===== src/hw/anc_data_pkg.sv =====
package anc_data_pkg;

    localparam int TAPS        = 8;
    localparam int WEIGHT_FRAC = 12; // Weights are Q11.12.
    localparam int MU_SHIFT    = 10; // Step size of 2^-10 in the LMS update.

    localparam int SAMPLE_BITS = 14;
    localparam int SAMPLE_MAX  = 2 ** (SAMPLE_BITS - 1) - 1;
    localparam int SAMPLE_MIN  = -(2 ** (SAMPLE_BITS - 1));

    // Reference, primary, estimate and output samples.
    typedef logic signed [SAMPLE_BITS-1:0] sample_t;

    // Primary minus estimate, one bit wider than a sample so it never wraps.
    typedef logic signed [SAMPLE_BITS:0] err_t;

    typedef logic signed [23:0] weight_t; // Wraps on overflow.

    typedef logic signed [47:0] acc_t;

    typedef logic [$clog2(TAPS)-1:0] tap_idx_t;

    // Element 0 holds the newest reference sample.
    typedef sample_t tap_vec_t [TAPS];

endpackage


===== src/hw/anc_ctrl_pkg.sv =====
package anc_ctrl_pkg;

    // One frame walks through these phases in order and parks in ST_IDLE.
    typedef enum logic [2:0] {
        ST_IDLE,
        ST_FILTER,
        ST_UPDATE,
        ST_SHIFT,
        ST_HOLD
    } frame_state_t;

    // Index of the final tap of the filter and update phases.
    localparam anc_data_pkg::tap_idx_t LAST_TAP =
        anc_data_pkg::tap_idx_t'(anc_data_pkg::TAPS - 1);

endpackage


===== src/hw/frame_ctrl_if.sv =====
`timescale 1ns/1ps

interface frame_ctrl_if;
    import anc_ctrl_pkg::*;

    logic                    filter_en;
    logic                    update_en;
    logic                    shift_en;
    anc_data_pkg::tap_idx_t  tap_index;
    logic                    last_tap;

    assign last_tap = (tap_index == LAST_TAP); // Marks the closing cycle of a phase.

    modport sequencer (
        output filter_en,
        output update_en,
        output shift_en,
        output tap_index
    );

    modport channel (
        input filter_en,
        input update_en,
        input tap_index,
        input last_tap
    );

    modport line (
        input shift_en
    );

endinterface


===== src/hw/frame_sequencer.sv =====
`timescale 1ns/1ps

module frame_sequencer (
    input  logic            clk,
    input  logic            rstn,
    input  logic            head_flag,
    output logic            busy,
    frame_ctrl_if.sequencer ctrl
);
    import anc_data_pkg::*;
    import anc_ctrl_pkg::*;

    frame_state_t state;
    frame_state_t state_next;
    tap_idx_t     tap_cnt;
    tap_idx_t     tap_cnt_next;
    logic         tap_last;
    logic         tap_phase;

    assign tap_last  = (tap_cnt == LAST_TAP);
    assign tap_phase = (state == ST_FILTER) || (state == ST_UPDATE);

    always_comb
    begin
        state_next = state;
        case (state)
            ST_IDLE:
            begin
                if (head_flag)
                begin
                    state_next = ST_FILTER;
                end
            end
            ST_FILTER:
            begin
                if (tap_last)
                begin
                    state_next = ST_UPDATE;
                end
            end
            ST_UPDATE:
            begin
                if (tap_last)
                begin
                    state_next = ST_SHIFT;
                end
            end
            ST_SHIFT:
            begin
                state_next = ST_HOLD;
            end
            ST_HOLD:
            begin
                if (!head_flag)
                begin
                    state_next = ST_IDLE; // Wait for head_flag to fall before rearming.
                end
            end
            default:
            begin
                state_next = ST_IDLE;
            end
        endcase
    end

    // The counter restarts at zero whenever a tap phase begins.
    always_comb
    begin
        if (tap_phase && !tap_last)
        begin
            tap_cnt_next = tap_cnt + tap_idx_t'(1);
        end
        else
        begin
            tap_cnt_next = '0;
        end
    end

    always_ff @(posedge clk or negedge rstn)
    begin
        if (!rstn)
        begin
            state   <= ST_IDLE;
            tap_cnt <= '0;
            busy    <= 1'b0;
        end
        else
        begin
            state   <= state_next;
            tap_cnt <= tap_cnt_next;
            busy    <= (state_next != ST_IDLE);
        end
    end

    assign ctrl.filter_en = (state == ST_FILTER);
    assign ctrl.update_en = (state == ST_UPDATE);
    assign ctrl.shift_en  = (state == ST_SHIFT); // Single cycle, so a pulse.
    assign ctrl.tap_index = tap_cnt;

endmodule


===== src/hw/sample_line.sv =====
`timescale 1ns/1ps

module sample_line (
    input  logic                   clk,
    input  logic                   rstn,
    input  anc_data_pkg::sample_t  reff,
    input  anc_data_pkg::sample_t  buffer_2,
    input  anc_data_pkg::sample_t  buffer_3,
    frame_ctrl_if.line             ctrl,
    output anc_data_pkg::tap_vec_t ref_taps,
    output anc_data_pkg::sample_t  prim_2,
    output anc_data_pkg::sample_t  prim_3
);
    import anc_data_pkg::*;

    tap_vec_t taps;

    always_ff @(posedge clk or negedge rstn)
    begin
        if (!rstn)
        begin
            for (int i = 0; i < TAPS; i++)
            begin
                taps[i] <= '0;
            end
            prim_2 <= '0;
            prim_3 <= '0;
        end
        else if (ctrl.shift_en)
        begin
            taps[0] <= reff; // Newest sample enters at tap 0.
            for (int i = 1; i < TAPS; i++)
            begin
                taps[i] <= taps[i-1];
            end
            prim_2 <= buffer_2;
            prim_3 <= buffer_3;
        end
    end

    always_comb
    begin
        for (int i = 0; i < TAPS; i++)
        begin
            ref_taps[i] = taps[i];
        end
    end

endmodule


===== src/hw/lms_channel.sv =====
`timescale 1ns/1ps

module lms_channel (
    input  logic                   clk,
    input  logic                   rstn,
    frame_ctrl_if.channel          ctrl,
    input  anc_data_pkg::tap_vec_t ref_taps,
    input  anc_data_pkg::sample_t  prim,
    output anc_data_pkg::sample_t  y
);
    import anc_data_pkg::*;

    weight_t weights [TAPS];
    acc_t    acc;
    sample_t ref_sel;
    weight_t w_sel;
    acc_t    mac_prod;
    acc_t    mac_base;
    acc_t    mac_sum;
    acc_t    y_full;
    sample_t y_sat;
    err_t    err;
    acc_t    upd_prod;
    weight_t upd_step;

    // Both phases walk the same tap index, so one read port serves the MAC and the update.
    assign ref_sel = ref_taps[ctrl.tap_index];
    assign w_sel   = weights[ctrl.tap_index];

    assign mac_prod = acc_t'(w_sel) * acc_t'(ref_sel);

    always_comb
    begin
        if (ctrl.tap_index == '0)
        begin
            mac_base = '0; // A new frame starts a fresh sum.
        end
        else
        begin
            mac_base = acc;
        end
    end

    assign mac_sum = mac_base + mac_prod;
    assign y_full  = mac_sum >>> WEIGHT_FRAC;

    always_comb
    begin
        if (y_full > acc_t'(SAMPLE_MAX))
        begin
            y_sat = sample_t'(SAMPLE_MAX);
        end
        else if (y_full < acc_t'(SAMPLE_MIN))
        begin
            y_sat = sample_t'(SAMPLE_MIN);
        end
        else
        begin
            y_sat = sample_t'(y_full);
        end
    end

    // Error is taken against the estimate held since the end of the filter phase.
    assign err = err_t'(prim) - err_t'(y);

    assign upd_prod = acc_t'(err) * acc_t'(ref_sel);
    assign upd_step = weight_t'(upd_prod >>> MU_SHIFT);

    always_ff @(posedge clk or negedge rstn)
    begin
        if (!rstn)
        begin
            for (int i = 0; i < TAPS; i++)
            begin
                weights[i] <= '0;
            end
            acc <= '0;
            y   <= '0;
        end
        else
        begin
            if (ctrl.filter_en)
            begin
                acc <= mac_sum;
                if (ctrl.last_tap)
                begin
                    y <= y_sat; // Includes the product of the final tap.
                end
            end
            if (ctrl.update_en)
            begin
                weights[ctrl.tap_index] <= w_sel + upd_step; // Wraps at 24 bits.
            end
        end
    end

endmodule


===== src/hw/output_mixer.sv =====
`timescale 1ns/1ps

module output_mixer (
    input  logic                  clk,
    input  logic                  rstn,
    input  anc_data_pkg::sample_t y_2,
    input  anc_data_pkg::sample_t y_3,
    output anc_data_pkg::sample_t dout
);
    import anc_data_pkg::*;

    err_t    sum;
    sample_t sum_sat;

    assign sum = err_t'(y_2) + err_t'(y_3); // One extra bit holds any pair of samples.

    always_comb
    begin
        if (sum > err_t'(SAMPLE_MAX))
        begin
            sum_sat = sample_t'(SAMPLE_MAX);
        end
        else if (sum < err_t'(SAMPLE_MIN))
        begin
            sum_sat = sample_t'(SAMPLE_MIN);
        end
        else
        begin
            sum_sat = sample_t'(sum);
        end
    end

    always_ff @(posedge clk or negedge rstn)
    begin
        if (!rstn)
        begin
            dout <= '0;
        end
        else
        begin
            dout <= sum_sat;
        end
    end

endmodule


===== src/hw/anc_top.sv =====
`timescale 1ns/1ps

module anc_top (
    input  logic                  clk,
    input  logic                  rstn,
    input  logic                  head_flag,
    input  anc_data_pkg::sample_t buffer_2,
    input  anc_data_pkg::sample_t buffer_3,
    input  anc_data_pkg::sample_t reff,
    output anc_data_pkg::sample_t dout,
    output logic                  busy
);
    import anc_data_pkg::*;

    tap_vec_t ref_taps;
    sample_t  prim_2;
    sample_t  prim_3;
    sample_t  y_2;
    sample_t  y_3;

    frame_ctrl_if ctrl ();

    frame_sequencer u_sequencer (
        .clk       (clk),
        .rstn      (rstn),
        .head_flag (head_flag),
        .busy      (busy),
        .ctrl      (ctrl.sequencer)
    );

    // The reference line is shared, each channel gets its own primary.
    sample_line u_sample_line (
        .clk      (clk),
        .rstn     (rstn),
        .reff     (reff),
        .buffer_2 (buffer_2),
        .buffer_3 (buffer_3),
        .ctrl     (ctrl.line),
        .ref_taps (ref_taps),
        .prim_2   (prim_2),
        .prim_3   (prim_3)
    );

    lms_channel u_channel_2 (
        .clk      (clk),
        .rstn     (rstn),
        .ctrl     (ctrl.channel),
        .ref_taps (ref_taps),
        .prim     (prim_2),
        .y        (y_2)
    );

    lms_channel u_channel_3 (
        .clk      (clk),
        .rstn     (rstn),
        .ctrl     (ctrl.channel),
        .ref_taps (ref_taps),
        .prim     (prim_3),
        .y        (y_3)
    );

    output_mixer u_output_mixer (
        .clk  (clk),
        .rstn (rstn),
        .y_2  (y_2),
        .y_3  (y_3),
        .dout (dout)
    );

endmodule


===== config.mk =====
export PLATFORM = sky130hd
export DESIGN_NAME = anc_top
export DESIGN_NICKNAME = d
export VERILOG_FILES = /design/src/hw/anc_data_pkg.sv /design/src/hw/anc_ctrl_pkg.sv /design/src/hw/frame_ctrl_if.sv /design/src/hw/frame_sequencer.sv /design/src/hw/sample_line.sv /design/src/hw/lms_channel.sv /design/src/hw/output_mixer.sv /design/src/hw/anc_top.sv
export SDC_FILE = /design/constraint.sdc
export NUM_CORES = 2
export LEC_CHECK = 0
export BUFFER_PORTS_ARGS = -buffer_cell sky130_fd_sc_hd__buf_2
export CORE_MARGIN = 8
export CORE_UTILIZATION = 55
export CTS_BUF_LIST = sky130_fd_sc_hd__clkbuf_8
export CTS_CLUSTER_SIZE = 28
export DETAILED_ROUTE_END_ITERATION = 16
export PLACE_DENSITY = 0.72
export SLEW_MARGIN = 30
export SYNTH_ARGS = -nofsm -noshare
export SYNTH_HDL_FRONTEND = slang
export SYNTH_SLANG_ARGS = --single-unit

===== constraint.sdc =====
create_clock -name clk -period 23.9 [get_ports clk]
set_clock_uncertainty 0.2 [all_clocks]
set_input_delay 3.585 -clock clk [delete_from_list [all_inputs] [get_ports clk]]
set_output_delay 3.585 -clock clk [all_outputs]
set_load 0.005 [all_outputs]

==> impl_metrics.ini <==
[run_status]
outcome = finished, final reports clean

[clock_network]
cts.sinks = 669
cts_tree = done
numCtsBuffers = 118
clk_pin_slew_ns = 0.07
clock_latency_ns = 0.91
postCtsSetupBuffers = 0
htreeDepth = 3
cts_hold_buf = 0
clockBufferDepth = 3
root_buffer = clkbuf_8
ctsResizeCount = 0

[sta]
hold_violations = 0
setup_tns_ns = 0
final_max_slew_viol_count = 0
rsz0062_at_grt = false
finalCritPeriodShare_pct = 52.72
fmax_mhz = 79.37
setup_viol_count_final = 0
fin_crit_ns = 12.60
worst_slew_pin_slew_ns = 1.079
slew-limit-headroom_pct = 27.54

[critical_path]
crit_path_top_delay_cell = dfrtp_1
startpoint_type = flip-flop
required_ns = 24.40
slowest_delay_ns = 0.87
path_class = reg -> reg
critPathCaptureType = flip-flop
crit_arrival_ns = 13.10
path_max_fanout = 44
cp_common_cell = fa_1

[grt]
grt_max_degree = 102
gr-total-overflow = 0
antenna_found_initial = 7
grt_pass1_wl_mm = 348.5
grt_pass1_vias = 61940
grtUsageTotal_pct = 29.23

[synthesis]
synth_top_family_by_area = adder cells
synthXorXnorAreaFrac_pct = 2.496
synthMuxAreaShare_pct = 4.844
syn_area_um2 = 77200
yosys_warnings = 0
syn_nets = 9879
synth_cell_types = 82
avgSynthCellArea_um2 = 9.529
yosysMostFrequentCell = inv_1
synth_compound_area_share_pct = 9.103
synth_edf_count = 0
synth_flop_cell = dfrtp_1
yosys.area.top_type = fa_1
synthArstFlopShare_pct = 100.0
ys_seq_area_share_pct = 21.68
synth_top_area_share_pct = 32.75
ys_seq_elements = 669
synthAdderAreaFrac_pct = 40.35
synth-simple-area-share_pct = 12.13
syn_inst = 8102
ys_top_cells_by_count = inv_1, fa_1, nand2_1
synthTopCellsByArea = fa_1, dfrtp_1, ha_1

[route]
postRouteAntennaNets = 0
vias_per_cell = 5.804
wl_mm = 217.9
drc = 0
avgRoutedWirePerCell_um = 21.82
initialDrtViolationCount = 4880
vias = 57950
drtPass1Iterations = 7

[place]
gp_congestion = 0.9605
hpwl_mm = 160.8
io_buffer_count = 59

[flow_run]
max-cap-violations = 0

[die]
core_area_um2 = 139400
io_pins = 60
die_area_um2 = 152600
rows = 137
start_util_pct = 55.40
die_w_um = 390.7
fp.dieH_um = 390.7

[layout]
nets = 9785
area_growth_pct = 6.421
drive_above_1_share_pct = 9.420
nFillCells = 11780

[min_path]
hold_path.class = reg -> reg
-- registers in the layout (all words and copies together) (netlist names), 14 cells and up --
register and cells:
u_channel_2.y 14, u_output_mixer.dout 14, u_sample_line.ref_taps 112, u_channel_2.weights 192, u_sample_line.prim_2 14, u_sample_line.prim_3 14, u_channel_3.y 14, u_channel_2.acc 48
u_channel_3.acc 48, u_channel_3.weights 192
-- logic make-up after synthesis --
kind of cell / after synthesis
mux: 333
xor+xnor: 220
simple gates: 2135
compound gates: 1086
fa+ha+maj: 1732
buf+inv: 1927
flops: 669
-- cell type report --
class                      instances  area, um2  area share (%)
tap                             1876       2347           2.857
antenna                            9      22.52         0.02741
sequential                       669      16740           20.38
clock inverter                    63      566.8          0.6899
multi-input combinational       5506      53420           65.02
inverter                        1544       5796           7.054
clock buffer                     149       2051           2.496
timing repair buffer             169       1217           1.482
-- final timing paths --
path	from	endpoint	slack [ns]	cells after the start
setup / recovery	u_sequencer.ctrl.tap_index[2]	u_channel_3.weights[94]	11.30	36
hold / removal	u_channel_3.acc[2]	u_channel_3.acc[2]	0.27	2
setup reg to reg	u_sequencer.ctrl.tap_index[2]	u_channel_3.weights[94]	11.30	36
hold reg to reg	u_channel_3.acc[2]	u_channel_3.acc[2]	0.27	2
max in group asynchronous	rstn	u_channel_2.acc[25]	18.93	4
min in group asynchronous	rstn	u_channel_3.weights[67]	2.54	1
-- cell usage in the layout, fill, tap and decap left out, drive strengths merged, types with 19 or more instances in the layout --
master / n
and4: 43
a21oi: 147
o21a: 22
nand4: 59
inv: 1554
nor2: 572
clkinv: 44
xnor2: 140
buf: 169
a21o: 84
a21boi: 22
nand2b: 40
clkbuf: 149
mux2: 325
nand2: 1050
or2: 19
a22oi: 254
o21ai: 384
nand3: 31
nor3: 42
and2: 187
fa: 1263
ha: 469
dfrtp: 669
xor2: 80
nor2b: 32
-- worst max-delay path: cells and delay by family (launching register included) --
family / cells / cell delay [ns]
DFF: 1 / 0.87
buffers and inverters: 4 / 1.17
adders and majority gates: 8 / 3.50
and+or+nand+nor: 8 / 2.02
AOI/OAI and AO/OA: 16 / 4.51
-- metal layers --
metal	routed length (um)	vias to the layer above	GRT usage [%]
met1	82290	29360	37.03
met4	13510	4	15.30
met2	100400	2693	46.64
met3	21580	730	7.206
met5	122	-	0
li1	-	25170	-
-- through the flow --
stage | cells | hold WS [ns] | setup slack (ns) | utilization (%) | area [um2]
final | 9985 | 0.2721 | 11.30 | 58.96 | 82160
after global routing | 9977 | 0.2839 | 10.54 | 58.94 | 82140
after CTS | 9973 | 0.2705 | 11.55 | 58.84 | 82000
after detailed placement | 9761 | 0.2552 | 11.62 | 56.96 | 79380
after global placement | 9755 | 0.2514 | 11.90 | 56.89 | 79280
after floorplan | 8102 | 0.2374 | 13.21 | - | 77200
Power is not shown: default switching activity piles up to over one toggle a cycle in this logic, so the estimate is an artifact.
